**src/rtl/core_config.svh**
```systemverilog
/*
 * Core configuration
 * Datapath widths, register count, reset PC and the bit fields
 * of the 32-bit instruction word
 */
`ifndef CORE_CONFIG_SVH
`define CORE_CONFIG_SVH

`define CORE_DATA_WIDTH     32
`define CORE_REG_NUM        8
`define CORE_REG_ADDR_WIDTH 3
`define CORE_RESET_PC       32'h0000_0000
`define CORE_PC_STEP        32'd4

// Instruction fields
`define CORE_OP_HI          31
`define CORE_OP_LO          28
`define CORE_RD_HI          27
`define CORE_RD_LO          25
`define CORE_RS1_HI         24
`define CORE_RS1_LO         22
`define CORE_RS2_HI         21
`define CORE_RS2_LO         19
`define CORE_IMM_WIDTH      16

`endif
```
**src/rtl/CoreTypes.sv**
```systemverilog
/*
 * CoreTypes
 * Opcode and fetch state encodings shared by the core stages
 */
package CoreTypes;

    typedef enum logic [3:0] {
        OP_NOP  = 4'd0,
        OP_ADD  = 4'd1,
        OP_SUB  = 4'd2,
        OP_AND  = 4'd3,
        OP_OR   = 4'd4,
        OP_XOR  = 4'd5,
        OP_ADDI = 4'd6,
        OP_OUT  = 4'd7
    } OpCode;

    // Bus request pending, or the one idle cycle after an ack
    typedef enum logic [1:0] {
        FETCH_REQ = 2'd0,
        FETCH_GAP = 2'd1
    } FetchState;

endpackage : CoreTypes

```
**src/rtl/Core.sv**
```systemverilog
/*
 * Core
 * Four-stage in-order core: fetch over Wishbone, decode with register
 * read, execute with bypass, and register write with serial output.
 */
`timescale 1ns/1ps
`include "core_config.svh"

module Core (
    input  logic                        clk,
    input  logic                        rst,
    input  logic [`CORE_DATA_WIDTH-1:0] wbDatIn,
    input  logic                        wbAck,
    output logic                        wbCyc,
    output logic                        wbStb,
    output logic [`CORE_DATA_WIDTH-1:0] wbAdr,
    output logic                        serialWE,
    output logic [`CORE_DATA_WIDTH-1:0] serialWriteData,
    output logic [`CORE_DATA_WIDTH-1:0] lastCommittedPC
);
    logic                            fetchValid;
    logic [`CORE_DATA_WIDTH-1:0]     fetchInstr;
    logic [`CORE_DATA_WIDTH-1:0]     fetchPC;

    logic [`CORE_REG_ADDR_WIDTH-1:0] rdAddrA;
    logic [`CORE_REG_ADDR_WIDTH-1:0] rdAddrB;
    logic [`CORE_DATA_WIDTH-1:0]     rdDataA;
    logic [`CORE_DATA_WIDTH-1:0]     rdDataB;

    logic                            decValid;
    CoreTypes::OpCode                decOp;
    logic [`CORE_REG_ADDR_WIDTH-1:0] decRd;
    logic [`CORE_REG_ADDR_WIDTH-1:0] decRs1;
    logic [`CORE_REG_ADDR_WIDTH-1:0] decRs2;
    logic [`CORE_DATA_WIDTH-1:0]     decOpA;
    logic [`CORE_DATA_WIDTH-1:0]     decOpB;
    logic [`CORE_DATA_WIDTH-1:0]     decImm;
    logic [`CORE_DATA_WIDTH-1:0]     decPC;

    logic                            exValid;
    CoreTypes::OpCode                exOp;
    logic [`CORE_REG_ADDR_WIDTH-1:0] exRd;
    logic [`CORE_DATA_WIDTH-1:0]     exResult;
    logic [`CORE_DATA_WIDTH-1:0]     exPC;

    logic                            wrEn;
    logic [`CORE_REG_ADDR_WIDTH-1:0] wrAddr;
    logic [`CORE_DATA_WIDTH-1:0]     wrData;

    FetchUnit fetchInst (
        .clk        (clk),
        .rst        (rst),
        .wbDatIn    (wbDatIn),
        .wbAck      (wbAck),
        .wbCyc      (wbCyc),
        .wbStb      (wbStb),
        .wbAdr      (wbAdr),
        .fetchValid (fetchValid),
        .fetchInstr (fetchInstr),
        .fetchPC    (fetchPC)
    );

    RegisterFile regFileInst (
        .clk     (clk),
        .rst     (rst),
        .rdAddrA (rdAddrA),
        .rdAddrB (rdAddrB),
        .wrEn    (wrEn),
        .wrAddr  (wrAddr),
        .wrData  (wrData),
        .rdDataA (rdDataA),
        .rdDataB (rdDataB)
    );

    DecodeStage decodeInst (
        .clk        (clk),
        .rst        (rst),
        .fetchValid (fetchValid),
        .fetchInstr (fetchInstr),
        .fetchPC    (fetchPC),
        .rdDataA    (rdDataA),
        .rdDataB    (rdDataB),
        .rdAddrA    (rdAddrA),
        .rdAddrB    (rdAddrB),
        .decValid   (decValid),
        .decOp      (decOp),
        .decRd      (decRd),
        .decRs1     (decRs1),
        .decRs2     (decRs2),
        .decOpA     (decOpA),
        .decOpB     (decOpB),
        .decImm     (decImm),
        .decPC      (decPC)
    );

    ExecutionStage execInst (
        .clk      (clk),
        .rst      (rst),
        .decValid (decValid),
        .decOp    (decOp),
        .decRd    (decRd),
        .decRs1   (decRs1),
        .decRs2   (decRs2),
        .decOpA   (decOpA),
        .decOpB   (decOpB),
        .decImm   (decImm),
        .decPC    (decPC),
        .wrEn     (wrEn),
        .wrAddr   (wrAddr),
        .wrData   (wrData),
        .exValid  (exValid),
        .exOp     (exOp),
        .exRd     (exRd),
        .exResult (exResult),
        .exPC     (exPC)
    );

    RegisterWriteStage writeInst (
        .clk             (clk),
        .rst             (rst),
        .exValid         (exValid),
        .exOp            (exOp),
        .exRd            (exRd),
        .exResult        (exResult),
        .exPC            (exPC),
        .wrEn            (wrEn),
        .wrAddr          (wrAddr),
        .wrData          (wrData),
        .serialWE        (serialWE),
        .serialWriteData (serialWriteData),
        .lastCommittedPC (lastCommittedPC)
    );

endmodule : Core

```
**src/rtl/RegisterWriteStage.sv**
```systemverilog
/*
 * RegisterWriteStage
 * Writes ALU results back, commits every valid instruction and
 * drives the serial port for OUT.
 */
`timescale 1ns/1ps
`include "core_config.svh"

module RegisterWriteStage (
    input  logic                            clk,
    input  logic                            rst,
    input  logic                            exValid,
    input  CoreTypes::OpCode                exOp,
    input  logic [`CORE_REG_ADDR_WIDTH-1:0] exRd,
    input  logic [`CORE_DATA_WIDTH-1:0]     exResult,
    input  logic [`CORE_DATA_WIDTH-1:0]     exPC,
    output logic                            wrEn,
    output logic [`CORE_REG_ADDR_WIDTH-1:0] wrAddr,
    output logic [`CORE_DATA_WIDTH-1:0]     wrData,
    output logic                            serialWE,
    output logic [`CORE_DATA_WIDTH-1:0]     serialWriteData,
    output logic [`CORE_DATA_WIDTH-1:0]     lastCommittedPC
);
    logic writesReg;
    logic isOut;

    // NOP and OUT leave the registers alone
    always_comb begin
        case (exOp)
            CoreTypes::OP_ADD,
            CoreTypes::OP_SUB,
            CoreTypes::OP_AND,
            CoreTypes::OP_OR,
            CoreTypes::OP_XOR,
            CoreTypes::OP_ADDI: writesReg = 1'b1;
            default:            writesReg = 1'b0;
        endcase
    end

    assign isOut  = exValid && (exOp == CoreTypes::OP_OUT);
    assign wrEn   = exValid && writesReg;
    assign wrAddr = exRd;
    assign wrData = exResult;

    always_ff @(posedge clk) begin
        if (rst) begin
            serialWE        <= 1'b0;
            serialWriteData <= '0;
            lastCommittedPC <= `CORE_RESET_PC;
        end else begin
            serialWE <= isOut;
            if (isOut) begin
                serialWriteData <= exResult;
            end
            if (exValid) begin
                lastCommittedPC <= exPC;
            end
        end
    end

endmodule : RegisterWriteStage

```
**src/rtl/ExecutionStage.sv**
```systemverilog
/*
 * ExecutionStage
 * Integer ALU with bypass from the write-back stage. Result is
 * registered together with op, destination and PC.
 */
`timescale 1ns/1ps
`include "core_config.svh"

module ExecutionStage (
    input  logic                            clk,
    input  logic                            rst,
    input  logic                            decValid,
    input  CoreTypes::OpCode                decOp,
    input  logic [`CORE_REG_ADDR_WIDTH-1:0] decRd,
    input  logic [`CORE_REG_ADDR_WIDTH-1:0] decRs1,
    input  logic [`CORE_REG_ADDR_WIDTH-1:0] decRs2,
    input  logic [`CORE_DATA_WIDTH-1:0]     decOpA,
    input  logic [`CORE_DATA_WIDTH-1:0]     decOpB,
    input  logic [`CORE_DATA_WIDTH-1:0]     decImm,
    input  logic [`CORE_DATA_WIDTH-1:0]     decPC,
    input  logic                            wrEn,
    input  logic [`CORE_REG_ADDR_WIDTH-1:0] wrAddr,
    input  logic [`CORE_DATA_WIDTH-1:0]     wrData,
    output logic                            exValid,
    output CoreTypes::OpCode                exOp,
    output logic [`CORE_REG_ADDR_WIDTH-1:0] exRd,
    output logic [`CORE_DATA_WIDTH-1:0]     exResult,
    output logic [`CORE_DATA_WIDTH-1:0]     exPC
);
    logic [`CORE_DATA_WIDTH-1:0] opA;
    logic [`CORE_DATA_WIDTH-1:0] opB;
    logic [`CORE_DATA_WIDTH-1:0] aluOut;

    // Bypass the instruction one ahead; r0 is never forwarded
    assign opA = (wrEn && wrAddr == decRs1 && decRs1 != '0) ? wrData : decOpA;
    assign opB = (wrEn && wrAddr == decRs2 && decRs2 != '0) ? wrData : decOpB;

    always_comb begin
        case (decOp)
            CoreTypes::OP_ADD:  aluOut = opA + opB;
            CoreTypes::OP_SUB:  aluOut = opA - opB;
            CoreTypes::OP_AND:  aluOut = opA & opB;
            CoreTypes::OP_OR:   aluOut = opA | opB;
            CoreTypes::OP_XOR:  aluOut = opA ^ opB;
            CoreTypes::OP_ADDI: aluOut = opA + decImm;
            CoreTypes::OP_OUT:  aluOut = opA;
            default:            aluOut = '0;
        endcase
    end

    always_ff @(posedge clk) begin
        if (rst) begin
            exValid <= 1'b0;
        end else begin
            exValid <= decValid;
        end
    end

    always_ff @(posedge clk) begin
        exOp     <= decOp;
        exRd     <= decRd;
        exResult <= aluOut;
        exPC     <= decPC;
    end

endmodule : ExecutionStage

```
**src/rtl/DecodeStage.sv**
```systemverilog
/*
 * DecodeStage
 * Splits the fetched word into fields, reads both source registers
 * and registers the decoded instruction for execute.
 */
`timescale 1ns/1ps
`include "core_config.svh"

module DecodeStage (
    input  logic                            clk,
    input  logic                            rst,
    input  logic                            fetchValid,
    input  logic [`CORE_DATA_WIDTH-1:0]     fetchInstr,
    input  logic [`CORE_DATA_WIDTH-1:0]     fetchPC,
    input  logic [`CORE_DATA_WIDTH-1:0]     rdDataA,
    input  logic [`CORE_DATA_WIDTH-1:0]     rdDataB,
    output logic [`CORE_REG_ADDR_WIDTH-1:0] rdAddrA,
    output logic [`CORE_REG_ADDR_WIDTH-1:0] rdAddrB,
    output logic                            decValid,
    output CoreTypes::OpCode                decOp,
    output logic [`CORE_REG_ADDR_WIDTH-1:0] decRd,
    output logic [`CORE_REG_ADDR_WIDTH-1:0] decRs1,
    output logic [`CORE_REG_ADDR_WIDTH-1:0] decRs2,
    output logic [`CORE_DATA_WIDTH-1:0]     decOpA,
    output logic [`CORE_DATA_WIDTH-1:0]     decOpB,
    output logic [`CORE_DATA_WIDTH-1:0]     decImm,
    output logic [`CORE_DATA_WIDTH-1:0]     decPC
);
    logic [3:0] opField;
    CoreTypes::OpCode op;
    logic [`CORE_DATA_WIDTH-1:0] immExt;

    assign opField = fetchInstr[`CORE_OP_HI:`CORE_OP_LO];
    assign rdAddrA = fetchInstr[`CORE_RS1_HI:`CORE_RS1_LO];
    assign rdAddrB = fetchInstr[`CORE_RS2_HI:`CORE_RS2_LO];
    assign immExt  = {{(`CORE_DATA_WIDTH - `CORE_IMM_WIDTH){fetchInstr[`CORE_IMM_WIDTH-1]}},
                      fetchInstr[`CORE_IMM_WIDTH-1:0]};

    // Unused encodings behave as NOP
    always_comb begin
        if (opField > CoreTypes::OP_OUT) begin
            op = CoreTypes::OP_NOP;
        end else begin
            op = CoreTypes::OpCode'(opField);
        end
    end

    always_ff @(posedge clk) begin
        if (rst) begin
            decValid <= 1'b0;
        end else begin
            decValid <= fetchValid;
        end
    end

    always_ff @(posedge clk) begin
        decOp  <= op;
        decRd  <= fetchInstr[`CORE_RD_HI:`CORE_RD_LO];
        decRs1 <= rdAddrA;
        decRs2 <= rdAddrB;
        decOpA <= rdDataA;
        decOpB <= rdDataB;
        decImm <= immExt;
        decPC  <= fetchPC;
    end

endmodule : DecodeStage

```
**src/rtl/RegisterFile.sv**
```systemverilog
/*
 * RegisterFile
 * Integer registers with two combinational read ports and one write
 * port. Same-cycle writes are visible on reads; r0 reads zero.
 */
`timescale 1ns/1ps
`include "core_config.svh"

module RegisterFile (
    input  logic                           clk,
    input  logic                           rst,
    input  logic [`CORE_REG_ADDR_WIDTH-1:0] rdAddrA,
    input  logic [`CORE_REG_ADDR_WIDTH-1:0] rdAddrB,
    input  logic                           wrEn,
    input  logic [`CORE_REG_ADDR_WIDTH-1:0] wrAddr,
    input  logic [`CORE_DATA_WIDTH-1:0]     wrData,
    output logic [`CORE_DATA_WIDTH-1:0]     rdDataA,
    output logic [`CORE_DATA_WIDTH-1:0]     rdDataB
);
    logic [`CORE_DATA_WIDTH-1:0] regs [`CORE_REG_NUM];

    function automatic logic [`CORE_DATA_WIDTH-1:0] readPort(
        input logic [`CORE_REG_ADDR_WIDTH-1:0] addr
    );
        if (addr == '0) begin
            return '0;
        end else if (wrEn && wrAddr == addr) begin
            // Write-through for the instruction two ahead
            return wrData;
        end
        return regs[addr];
    endfunction

    assign rdDataA = readPort(rdAddrA);
    assign rdDataB = readPort(rdAddrB);

    always_ff @(posedge clk) begin
        if (rst) begin
            for (int i = 0; i < `CORE_REG_NUM; i++) begin
                regs[i] <= '0;
            end
        end else if (wrEn && wrAddr != '0) begin
            regs[wrAddr] <= wrData;
        end
    end

endmodule : RegisterFile

```
**src/rtl/FetchUnit.sv**
```systemverilog
/*
 * FetchUnit
 * Wishbone classic read master for instruction words. Holds the PC,
 * issues one read per instruction and hands each acked word to decode.
 */
`timescale 1ns/1ps
`include "core_config.svh"

module FetchUnit (
    input  logic                        clk,
    input  logic                        rst,
    input  logic [`CORE_DATA_WIDTH-1:0] wbDatIn,
    input  logic                        wbAck,
    output logic                        wbCyc,
    output logic                        wbStb,
    output logic [`CORE_DATA_WIDTH-1:0] wbAdr,
    output logic                        fetchValid,
    output logic [`CORE_DATA_WIDTH-1:0] fetchInstr,
    output logic [`CORE_DATA_WIDTH-1:0] fetchPC
);
    CoreTypes::FetchState state;
    logic [`CORE_DATA_WIDTH-1:0] pc;
    logic ackTaken;

    assign wbCyc = (state == CoreTypes::FETCH_REQ);
    assign wbStb = wbCyc;
    assign wbAdr = pc;
    assign ackTaken = wbCyc && wbAck;

    always_ff @(posedge clk) begin
        if (rst) begin
            // Idle through reset, request follows on release
            state      <= CoreTypes::FETCH_GAP;
            pc         <= `CORE_RESET_PC;
            fetchValid <= 1'b0;
        end else begin
            fetchValid <= 1'b0;
            case (state)
                CoreTypes::FETCH_REQ: begin
                    if (wbAck) begin
                        state      <= CoreTypes::FETCH_GAP;
                        pc         <= pc + `CORE_PC_STEP;
                        fetchValid <= 1'b1;
                    end
                end
                default: begin
                    state <= CoreTypes::FETCH_REQ;
                end
            endcase
        end
    end

    // Word and its address held for the gap cycle
    always_ff @(posedge clk) begin
        if (ackTaken) begin
            fetchInstr <= wbDatIn;
            fetchPC    <= pc;
        end
    end

endmodule : FetchUnit

```
**config.mk**
```make
export PLATFORM = sky130hd
export DESIGN_NAME = Core
export DESIGN_NICKNAME = d
export VERILOG_FILES = /design/src/rtl/CoreTypes.sv /design/src/rtl/Core.sv /design/src/rtl/RegisterWriteStage.sv /design/src/rtl/ExecutionStage.sv /design/src/rtl/DecodeStage.sv /design/src/rtl/RegisterFile.sv /design/src/rtl/FetchUnit.sv
export VERILOG_INCLUDE_DIRS = /design/src /design/src/rtl
export SDC_FILE = /design/constraint.sdc
export NUM_CORES = 1
export LEC_CHECK = 0
export ABC_AREA = 1
export BUFFER_PORTS_ARGS = -buffer_cell sky130_fd_sc_hd__buf_4
export CAP_MARGIN = 20
export CORE_MARGIN = 2
export CORE_UTILIZATION = 55
export CTS_CLUSTER_SIZE = 20
export DETAILED_ROUTE_END_ITERATION = 10
export GPL_TIMING_DRIVEN = 0
export PLACE_DENSITY = 0.69
export SYNTH_ARGS = -nofsm -noshare
export SYNTH_HDL_FRONTEND = slang
export SYNTH_HIERARCHICAL = 1
export SYNTH_SLANG_ARGS = --single-unit
```
**constraint.sdc**
```tcl
create_clock -name clk -period 8.2 [get_ports clk]
set_input_delay 0.82 -clock clk [delete_from_list [all_inputs] [get_ports clk]]
set_output_delay 0.82 -clock clk [all_outputs]
set_load 0.03 [all_outputs]
```
==> results of run 1 <==
[where the power goes]
part | switching [mW] | leakage [nW] | total, mW | internal [mW]
clock | 1.24 | 1.07 | 3.00 | 1.76
combinational | 0.649 | 10.8 | 0.930 | 0.281
sequential | 0.0485 | 5.64 | 3.38 | 3.33
[area by class of cell]
| class | count | area [sq um] |
|---|---|---|
| Fill cell | 5276 | 21200 |
| Sequential cell | 610 | 15400 |
| Multi-Input combinational cell | 2828 | 13500 |
| Inverter | 585 | 2200 |
| Clock buffer | 91 | 1890 |
| Buffer | 265 | 1520 |
| Timing Repair Buffer | 132 | 1040 |
| Tap cell | 765 | 957 |
| Clock inverter | 28 | 319 |
[registers in the layout (all words and copies together) (netlist names), 3 cells and up]
| name | cells |
|---|---|
| regFileInst/regs | 256 |
| decodeInst/decOpA | 32 |
| decodeInst/decOpB | 32 |
| decodeInst/decPC | 32 |
| execInst/exPC | 32 |
| execInst/exResult | 32 |
| writeInst/lastCommittedPC | 32 |
| writeInst/serialWriteData | 32 |
| fetchInst/fetchPC | 30 |
| fetchInst/wbAdr | 30 |
| fetchInst/fetchInstr | 29 |
| decodeInst/decImm | 16 |
| decodeInst/decOp | 4 |
| execInst/exOp | 4 |
| decodeInst/decRd | 3 |
| decodeInst/decRs1 | 3 |
| decodeInst/decRs2 | 3 |
| execInst/exRd | 3 |
[per-stage QoR]
step           std cells  cell area, sq um  hold WS [ns]  utilization (%)  total power, mW
2_1_floorplan       4288             32500         0.310                -             4.06
3_3_place_gp        5181             34400         0.310             59.5             4.34
3_5_place_dp        5185             34500         0.312             59.6             4.35
4_1_cts             5304             36800         0.320             63.5             7.34
5_1_grt             5304             36800         0.325             63.5             7.59
6_report            5304             36800         0.318             63.5             7.30
[placed cells by master, fill, tap and decap left out, drive strengths merged, types with 2 or more instances in the layout]
cell type and count:
and2 4, a21oi 68, o211ai 37, xnor2 4, xor2 3, ha 95
nand4 43, o21ai 112, bufinv 4, a21o 4, a32oi 2, nor4 2
edfxtp 315, nor3b 3, o21a 3, or2 18, nor3 14, conb 37
buf 326, nor2 498, a31o 2, a22oi 5, o21bai 3, clkinvlp 3
dfxtp 295, o2111ai 7, nand2 1360, inv 586, clkbuf 162, a221oi 25
o221ai 6, clkinv 20, nand3 466
[worst max-delay path by stage]
stage / start / end / cells after the start
final: execInst/exValid / execInst/exResult[29] / 21
after global placement: execInst/exValid / execInst/exResult[29] / 21
after global routing: execInst/exValid / execInst/exResult[29] / 22
after floorplan: execInst/exValid / execInst/exResult[30] / 29
after detailed placement: execInst/exValid / execInst/exResult[29] / 21
after CTS: execInst/exValid / execInst/exResult[29] / 21
[per-layer routing]
metal | global-route usage, % | part of all wire [%] | vias to the layer above
met5 | 0 | 0 | -
met4 | 13.1 | 3.7 | 0
met3 | 6.07 | 9.2 | 238
met2 | 52.9 | 46 | 1268
met1 | 42.3 | 41 | 13300
li1 | - | - | 13800
==> run_results.csv, run 1 <==
group,metric,value,unit
status,run_status,"completed",
critical_path,worst_path_dominant_cell_family,"compound AO/OA/AOI/OAI gates",
power_and_ir_drop,p_per_area,199,nW/um^2
clock_network,cts_setup_buffers,0,
die,io-pin-count,134,
critical_path,critPathKind,"flip-flop to flip-flop",
critical_path,cp-end-kind,"flip-flop",
route,ant_nets,0,
clock_network,clock-sinks,610,
finish,final_layout_size_suffix_gt1_share,11.8,%
grt,grt_antenna_before_repair,0,
grt,first_global_vias,27100,
critical_path,cp-start-kind,"flip-flop",
clock_network,worst_skew_pair.late_latency,0.61,ns
finish,syn_to_final_growth,13.4,%
critical_path,regToRegEndpoint,"execInst/exResult[29]",
sta,fin_tns_setup,0,ns
min_path,hold_path_startpoint,"decodeInst/decRd[2]",
critical_path,register_to_register_setup_slack,2.22,ns
critical_path,worst_path_max_delay_cell,"sky130_fd_sc_hd__nand4_1",
sta,setup_viol_count_final,0,
critical_path,critical_path_arrival,6.43,ns
finish,fin_nets,4620,
critical_path,reg2regPathDepth,21,
critical_path,cp.buffers_inverters,4,
placement,dpl_worst_slack,2.39,ns
grt,wire_length_of_the_first_global_routing_pass,151,mm
die,core_area,57900,sq um
critical_path,path_cells,"nand2_2 > a21oi_1 > nand4_1 > clkbuf_1 > clkbuf_1 > nand2_1 > o21ai_0 > inv_1 > ha_1 > a21oi_1 > nand2_1 > a21oi_1 > o21ai_0 > a21oi_1 > inv_1 > nand2_1 > nand2_1 > nand3_1 > nand2_1 > o21ai_0 > o211ai_1",
clock_network,h-tree-depth,3,
die,floorplan.initialDensity,55.9,%
sta,final_hold_violation_count,0,
grt,globalRouteTotalUtil,32.3,%
sta,fin_worst_skew,0.0192,ns
sta,period_share,73.0,%
route,drt-pass1-iter-count,6,
route,total_routed_length,97.8,mm
route,routed_wirelength_normalized_by_instance_count,18.4,um
clock_network,cts_inserted_buffers,67,
critical_path,crit_path_frequent_cell,"sky130_fd_sc_hd__nand2_1",
power_and_ir_drop,vdd.ir_drop.worst,0.197,mV
sta,clock.fmax,0.167,GHz
sta,worst_pin_slew,0.992,ns
critical_path,critical_path.max_fanout,10,
die,chipWidth,247,um
clock_network,clock-root-buffer,"sky130_fd_sc_hd__clkbuf_16",
route,drcViolationCount,0,
critical_path,critical_path.max_stage_delay,0.73,ns
sta,unrepaired_setup_endpoints_after_global_routing,"no",
yosys,syn_area_per_cell,7.62,sq um
min_path,hp-class,"flip-flop to flip-flop",
clock_network,hold_buffers,0,
yosys,synth-warning-count,6,
clock_network,clk_transition_reported_paths,0.06,ns
critical_path,reg2reg_from,"execInst/exValid",
grt,globalRouteOverflowTotal,0,
sta,setup_ws,2.22,ns
clock_network,cts.repair.resized,0,
die,die_height,247,um
finish,num_antenna_cells,0,
run,maxCapViolCount,0,
sta,finalCriticalPeriod,5.98,ns
yosys,syn_inst,4254,
grt,grt_start_max_net_pins,45,
clock_network,cts_tree,"yes",
die,std_cell_rows,88,
power_and_ir_drop,power.static_leakage,17.5,nW
yosys,synth.cell_area,32400,sq um
sta,headroom_to_the_max_slew_limit,33.7,%
route,initialDrtViolationCount,2743,
clock_network,clock_tree.buffer_depth,3,
placement,gp_congestion,0.962,
min_path,min_path_cells,0,
critical_path,cp_data_required_time,8.65,ns
sta,finalMaxSlewViolations,0,
placement,placement.io_buffers,128,
route,drt-vias-per-instance,5.40,
min_path,timing.hold.worst_endpoint,"execInst/exRd[2]",
die,floorplan.die_area,60900,sq um
placement,detailed_place_hpwl,73.5,mm
route,via_count,28600,
No activity file was read; power rests on OpenSTA's default activity.
==> run 2: changes to the inputs <==
ABC_AREA = 0   (was 1)
PLACE_DENSITY = 0.72   (was 0.69)
clock period = 4.9 ns   (was 8.2 ns; I/O delays follow)
==> run 2 against run 1 <==
The run now ends with negative setup slack left. Synthesized cell count is 43% lower. Maximum frequency is 17% higher. Via count is 25% lower. Clock skew is 0.0062 ns higher. Routed wire length is 10% lower. Highest routed layer unchanged. Combinational power is 74% higher. Design area is 4.2% lower. Die area is 8.6% lower. Power is 70% higher.
==> run_results.csv, run 2 <==
group,metric,value,unit
placement,placement.io_buffers,128,
clock_network,clock_tree.buffer_depth,3,
min_path,hp-class,"primary input to flip-flop",
route,routed_wirelength_normalized_by_instance_count,25.4,um
grt,globalRouteOverflowTotal,0,
finish,layout.filler_cells,3871,
yosys,synth.cell_area,29600,sq um
critical_path,reg2reg_from,"execInst/exOp[0]",
status,violations_in_the_final_reports,"negative setup slack",
sta,worst_pin_slew,1.23,ns
route,drt-vias-per-instance,6.19,
min_path,timing.hold.worst_endpoint,"fetchInst/fetchInstr[10]",
critical_path,cp_data_required_time,5.35,ns
power_and_ir_drop,switchingPower,3.18,mW
die,chipWidth,236,um
die,floorplan.die_area,55600,sq um
power_and_ir_drop,power.static_leakage,13.9,nW
route,ant_nets,0,
power_and_ir_drop,p_comb_share,13.1,%
grt,globalRouteTotalUtil,31.5,%
critical_path,reg2regPathDepth,24,
power_and_ir_drop,vdd.ir_drop.worst,0.295,mV
sta,final_hold_violation_count,0,
power_and_ir_drop,clock_share_of_power,40.9,%
run,maxCapViolCount,0,
clock_network,clk_transition_reported_paths,0.06,ns
die,die_height,236,um
sta,headroom_to_the_max_slew_limit,17.4,%
critical_path,critical_path_arrival,5.57,ns
clock_network,cts_tree,"yes",
sta,finalMaxSlewViolations,0,
min_path,hold_path_startpoint,"wbDatIn[10]",
grt,first_global_vias,21800,
yosys,synth-warning-count,6,
sta,finalCriticalPeriod,5.12,ns
clock_network,clock-root-buffer,"sky130_fd_sc_hd__clkbuf_16",
route,total_routed_length,87.9,mm
placement,placedCellCount,3274,
finish,layout.cells.most_common,"sky130_fd_sc_hd__edfxtp_1",
die,std_cell_rows,84,
critical_path,regToRegEndpoint,"execInst/exResult[29]",
die,floorplan.initialDensity,56.0,%
power_and_ir_drop,switching_power_as_a_share_of_total_power,25.7,%
finish,layoutNonFillerInstCount,3463,
power_and_ir_drop,p_per_area,352,nW/um^2
critical_path,register_to_register_setup_slack,-0.22,ns
sta,unrepaired_setup_endpoints_after_global_routing,"yes",
clock_network,hold_buffers,0,
sta,setup_viol_count_final,10,
critical_path,cp-start-kind,"flip-flop",
die,core_area,52900,sq um
power_and_ir_drop,power.share.sequential,46.1,%
route,via_count,21500,
finish,layout.cells.most_common_list,"sky130_fd_sc_hd__edfxtp_1 (315), sky130_fd_sc_hd__dfxtp_1 (291), sky130_fd_sc_hd__buf_4 (245)",
critical_path,critical_path.max_fanout,5,
finish,final_layout_size_suffix_gt1_share,24.7,%
finish,largest-register,"regFileInst/regs",
sta,fin_worst_skew,0.0254,ns
clock_network,worst_skew_pair.late_latency,0.63,ns
status,run_status,"finished with violations",
sta,clock.fmax,0.195,GHz
min_path,min_path_cells,1,
finish,fin_nets,2853,
clock_network,cts_inserted_buffers,66,
yosys,syn_area_per_cell,12.2,sq um
finish,num_antenna_cells,0,
grt,grt_antenna_before_repair,0,
placement,gp_congestion,0.941,
route,drcViolationCount,0,
placement,detailed_place_hpwl,59.4,mm
die,io-pin-count,134,
sta,setup_ws,-0.218,ns
grt,grt_start_max_net_pins,62,
route,drt-pass1-iter-count,6,
grt,wire_length_of_the_first_global_routing_pass,132,mm
finish,syn_to_final_growth,19.0,%
critical_path,critical_path.startpoint,"execInst/exOp[0]",
clock_network,clock-sinks,610,
finish,largest_reg_flops,256,
critical_path,critPathKind,"flip-flop to flip-flop",
sta,period_share,104,%
route,initialDrtViolationCount,2121,
power_and_ir_drop,intPower,9.23,mW
clock_network,h-tree-depth,3,
yosys,syn_inst,2422,
sta,final.hold.worst_slack,0.0351,ns
critical_path,cp-end-kind,"flip-flop",
[run 2: worst max-delay path by stage]
stage                            endpoint  cells after the start
floorplan           execInst/exResult[29]                     21
finish              execInst/exResult[29]                     24
global route        execInst/exResult[29]                     22
global placement    execInst/exResult[30]                     21
CTS                 execInst/exResult[29]                     24
detailed placement  execInst/exResult[30]                     21
[run 2: routing by layer]
| metal | track usage [%] | vias to the layer above | share of wire [%] |
|---|---|---|---|
| li1 | - | 9483 | - |
| met1 | 38.6 | 10600 | 38 |
| met2 | 52.1 | 1082 | 48 |
| met3 | 5.56 | 293 | 7.9 |
| met4 | 19.0 | 0 | 6.1 |
| met5 | 0 | - | 0 |
[run 2: area by class of cell]
class | instances | area, sq um | share of cell area, %
Sequential cell | 610 | 15400 | 43.6
Inverter | 76 | 285 | 0.810
Multi-Input combinational cell | 1565 | 13500 | 38.3
Clock inverter | 30 | 364 | 1.03
Buffer | 205 | 1300 | 3.68
Timing Repair Buffer | 198 | 1700 | 4.84
Clock buffer | 91 | 1860 | 5.28
Tap cell | 688 | 861 | 2.44
[run 2: per-stage QoR]
stage / utilization [%] / setup slack (ns) / setup TNS (ns) / cell area, sq um / power, mW
3_5_place_dp: 59.9 / -1.94 / -27.60 / 31700 / 7.21
4_1_cts: 65.5 / -0.136 / -0.390 / 34600 / 12.3
5_1_grt: 66.6 / -0.398 / -2.65 / 35200 / 12.8
2_1_floorplan: - / 0.0104 / 0 / 29800 / 6.75
6_report: 66.6 / -0.218 / -1.37 / 35200 / 12.4
3_3_place_gp: 59.8 / -2.43 / -43.81 / 31600 / 7.17
[run 2: power by group through the flow]
stage	Combinational, mW	Sequential [mW]	Clock [mW]
final	1.62	5.72	5.07
after global routing	1.73	5.74	5.33
after CTS	1.48	5.72	5.13
after detailed placement	1.39	5.82	0
after global placement	1.35	5.81	0
after floorplan	0.986	5.76	0
[run 2: timing repair]
action / CTS / global route
gates resized for setup: 72 / 71
pin swaps: 26 / 33
gates cloned: 3 / 0
setup buffers: 32 / 28
setup endpoints to repair: 28 / 13
hold endpoints to repair: 0 / 0
[run 2: worst max-delay path, cell delays in order (launching register included)]
cell                        delay [ns]
sky130_fd_sc_hd__dfxtp_2          0.33
sky130_fd_sc_hd__nand3_1          0.07
sky130_fd_sc_hd__nor4bb_4         0.34
sky130_fd_sc_hd__buf_12           0.18
sky130_fd_sc_hd__o2111ai_4        0.19
sky130_fd_sc_hd__nor2_4           0.22
sky130_fd_sc_hd__buf_8            0.14
sky130_fd_sc_hd__buf_12           0.14
sky130_fd_sc_hd__buf_12           0.15
sky130_fd_sc_hd__buf_6            0.11
sky130_fd_sc_hd__buf_16           0.12
sky130_fd_sc_hd__o31a_1           0.19
sky130_fd_sc_hd__o31ai_1          0.10
sky130_fd_sc_hd__a21oi_2          0.20
sky130_fd_sc_hd__ha_1             0.28
sky130_fd_sc_hd__a211oi_2         0.27
sky130_fd_sc_hd__o211ai_1         0.20
sky130_fd_sc_hd__a41oi_2          0.36
sky130_fd_sc_hd__o31ai_4          0.13
sky130_fd_sc_hd__a31oi_4          0.24
sky130_fd_sc_hd__nand3b_1         0.20
sky130_fd_sc_hd__a311oi_4         0.13
sky130_fd_sc_hd__a221oi_2         0.33
sky130_fd_sc_hd__xor2_1           0.21
sky130_fd_sc_hd__o221ai_1         0.12
==> run 3: changes to the inputs <==
CORE_ASPECT_RATIO = 0.8   (was default)
==> run 3 against run 2 <==
The flow still finishes with violations (negative setup slack). Power is 1.7% lower. Critical endpoint unchanged. Setup slack got worse by 0.28 ns. Largest cell class unchanged. Critical path type unchanged. Clock power is 5.1% lower. Combinational power increased by 4%. Flip-flop and latch count unchanged.
==> run_results.csv, run 3 (synthesis results as in run 2) <==
group,metric,value,unit
critical_path,critPathKind,"flip-flop to flip-flop",
grt,globalRouteOverflowTotal,0,
route,via_count,21800,
finish,syn_to_final_growth,19.2,%
critical_path,critical_path.startpoint,"execInst/exOp[1]",
grt,gr-usage-met1,45.4,%
run,maxCapViolCount,0,
clock_network,clk_transition_reported_paths,0.06,ns
finish,final_layout_size_suffix_gt1_share,25.4,%
critical_path,cp-end-kind,"flip-flop",
die,std_cell_rows,75,
critical_path,critical_path.max_stage_delay,0.42,ns
clock_network,worst_skew_pair.late_latency,0.64,ns
grt,globalRouteTotalUtil,32.0,%
min_path,hp-class,"primary input to flip-flop",
critical_path,cp_data_required_time,5.37,ns
route,drt-pass1-iter-count,8,
grt,grt_util_met2,49.6,%
power_and_ir_drop,power.static_leakage,13.8,nW
sta,setup_ws,-0.501,ns
finish,layout.cells.most_common_list,"sky130_fd_sc_hd__edfxtp_1 (315), sky130_fd_sc_hd__dfxtp_1 (292), sky130_fd_sc_hd__buf_4 (250)",
finish,postLayoutCellArea,35300,sq um
route,initialDrtViolationCount,2621,
clock_network,h-tree-depth,2,
sta,headroom_to_the_max_slew_limit,25.1,%
grt,wire_length_of_the_first_global_routing_pass,133,mm
critical_path,reg2regPathDepth,23,
clock_network,cts_tree,"yes",
critical_path,cp-start-kind,"flip-flop",
route,routed_wirelength_normalized_by_instance_count,26.1,um
critical_path,regToRegEndpoint,"execInst/exResult[29]",
clock_network,clock_tree.buffer_depth,3,
sta,finalCriticalPeriod,5.40,ns
sta,finalMaxSlewViolations,0,
grt,grt_antenna_before_repair,0,
clock_network,cts_inserted_buffers,58,
status,run_status,"finished with violations",
power_and_ir_drop,vdd.ir_drop.worst,0.274,mV
finish,num_antenna_cells,0,
die,die_height,211,um
critical_path,critical_path.max_fanout,7,
finish,largest-register,"regFileInst/regs",
route,drt-vias-per-instance,6.28,
route,ant_nets,0,
die,floorplan.die_area,55700,sq um
sta,fin_worst_skew,0.0260,ns
critical_path,worst_path_max_delay_cell,"sky130_fd_sc_hd__a311oi_2",
power_and_ir_drop,power,12.2,mW
grt,grt_start_max_net_pins,53,
finish,layout.filler_cells,3824,
sta,period_share,110,%
route,total_routed_length,90.4,mm
critical_path,reg2reg_from,"execInst/exOp[1]",
placement,dpl_worst_slack,-1.72,ns
grt,first_global_vias,21500,
finish,layout.cells.most_common,"sky130_fd_sc_hd__edfxtp_1",
clock_network,clock-root-buffer,"sky130_fd_sc_hd__clkbuf_16",
finish,largest_reg_flops,256,
status,violations_in_the_final_reports,"negative setup slack",
finish,multiInputGateArea,13600,sq um
grt,layer_carrying_the_most_global_route_usage,"met2",
sta,worst_pin_slew,1.11,ns
die,floorplan.initialDensity,56.1,%
finish,fin_nets,2856,
critical_path,crit_path_frequent_cell,"sky130_fd_sc_hd__buf_12",
sta,final_hold_violation_count,0,
clock_network,clock-sinks,610,
critical_path,timing.critical_path.to,"execInst/exResult[29]",
placement,placement.io_buffers,128,
placement,postPlaceCellArea,31700,sq um
critical_path,critical_path_arrival,5.87,ns
sta,unrepaired_setup_endpoints_after_global_routing,"yes",
die,io-pin-count,134,
sta,setup_viol_count_final,13,
critical_path,register_to_register_setup_slack,-0.50,ns
critical_path,path_cells,"nand3_2 > nor4bb_4 > buf_6 > o2111ai_4 > nor2_4 > buf_8 > buf_12 > buf_12 > mux2i_4 > nand4_1 > a21oi_2 > a211oi_2 > ha_1 > o21ai_0 > nand2b_1 > a41oi_4 > o31ai_4 > a31oi_4 > nand3b_1 > a311oi_2 > a221oi_2 > xor2_1 > o221ai_2",
finish,layout.area.seq,15400,sq um
placement,gp_congestion,0.935,
route,drcViolationCount,0,
die,core_area,52700,sq um
grt,grtUsageMet3,6.49,%
power_and_ir_drop,p_per_area,346,nW/um^2
placement,detailed_place_hpwl,61.5,mm
sta,clock.fmax,0.185,GHz
die,chipWidth,263,um
[run 3: changes by cell type in the layout (fill, tap and decap cells not counted), sizes merged]
cell / before / now
clkinv: 19 / 21
clkbuf: 171 / 149
clkinvlp: 2 / 5
bufinv: 5 / 9
buf: 323 / 329
inv: 80 / 79
dlygate4sd3: 0 / 6
[run 3: layout make-up]
type | instances | share of cell area [%]
Multi-Input combinational cell | 1565 | 38.5
Clock inverter | 38 | 1.34
Tap cell | 693 | 2.46
Sequential cell | 610 | 43.6
Clock buffer | 70 | 4.45
Timing Repair Buffer | 209 | 5.14
Buffer | 205 | 3.67
Inverter | 76 | 0.816
[run 3: how the worst min path moves through the flow]
stage | start | cells after the start | to | slack, ns
after detailed placement | decodeInst/decPC[18] | 0 | execInst/exPC[18] | 0.31
after global placement | decodeInst/decPC[13] | 0 | execInst/exPC[13] | 0.31
after floorplan | decodeInst/decPC[0] | 0 | execInst/exPC[0] | 0.31
after CTS | wbDatIn[19] | 1 | fetchInst/fetchInstr[19] | 0.003
final | wbDatIn[19] | 1 | fetchInst/fetchInstr[19] | 0.03
after global routing | wbDatIn[19] | 1 | fetchInst/fetchInstr[19] | 0.009
[run 3: per-stage QoR]
| stage | TNS, ns | hold slack [ns] | util, % | instances |
|---|---|---|---|---|
| global route | -3.90 | 0.00907 | 66.9 | 3466 |
| finish | -2.79 | 0.0293 | 66.9 | 3466 |
| global placement | -41.64 | 0.311 | 60.0 | 3277 |
| floorplan | 0 | 0.310 | - | 2456 |
| detailed placement | -21.24 | 0.312 | 60.1 | 3280 |
| CTS | -0.533 | 0.00278 | 65.4 | 3425 |
[run 3: critical path: cells and delay by family (launching register included)]
family          cells  cell delay, ns
mux                 1            0.40
xor+xnor            1            0.18
compound gates     10            2.00
buf+inv             4            0.58
flops               1            0.36
simple gates        6            1.31
fa+ha+maj           1            0.40
[run 3: power by group]
part / internal [mW] / switching (mW)
registers: 5.58 / 0.129
logic: 0.714 / 0.966
clock network: 2.77 / 2.04
total: 9.07 / 3.13
[run 3: routing by layer]
layer	wire length (um)	vias up
li1	-	9477
met1	37900	10800
met2	40600	1286
met3	9140	218
met4	2760	0
met5	0	-
[run 3: timing repair]
item,in CTS,in global routing
buffers inserted,30,36
gates cloned,1,0
endpoints found under the setup margin,23,15
pin swaps,25,40
endpoints found under the hold margin,6,0
gates resized for setup,89,78
hold buffers,6,0
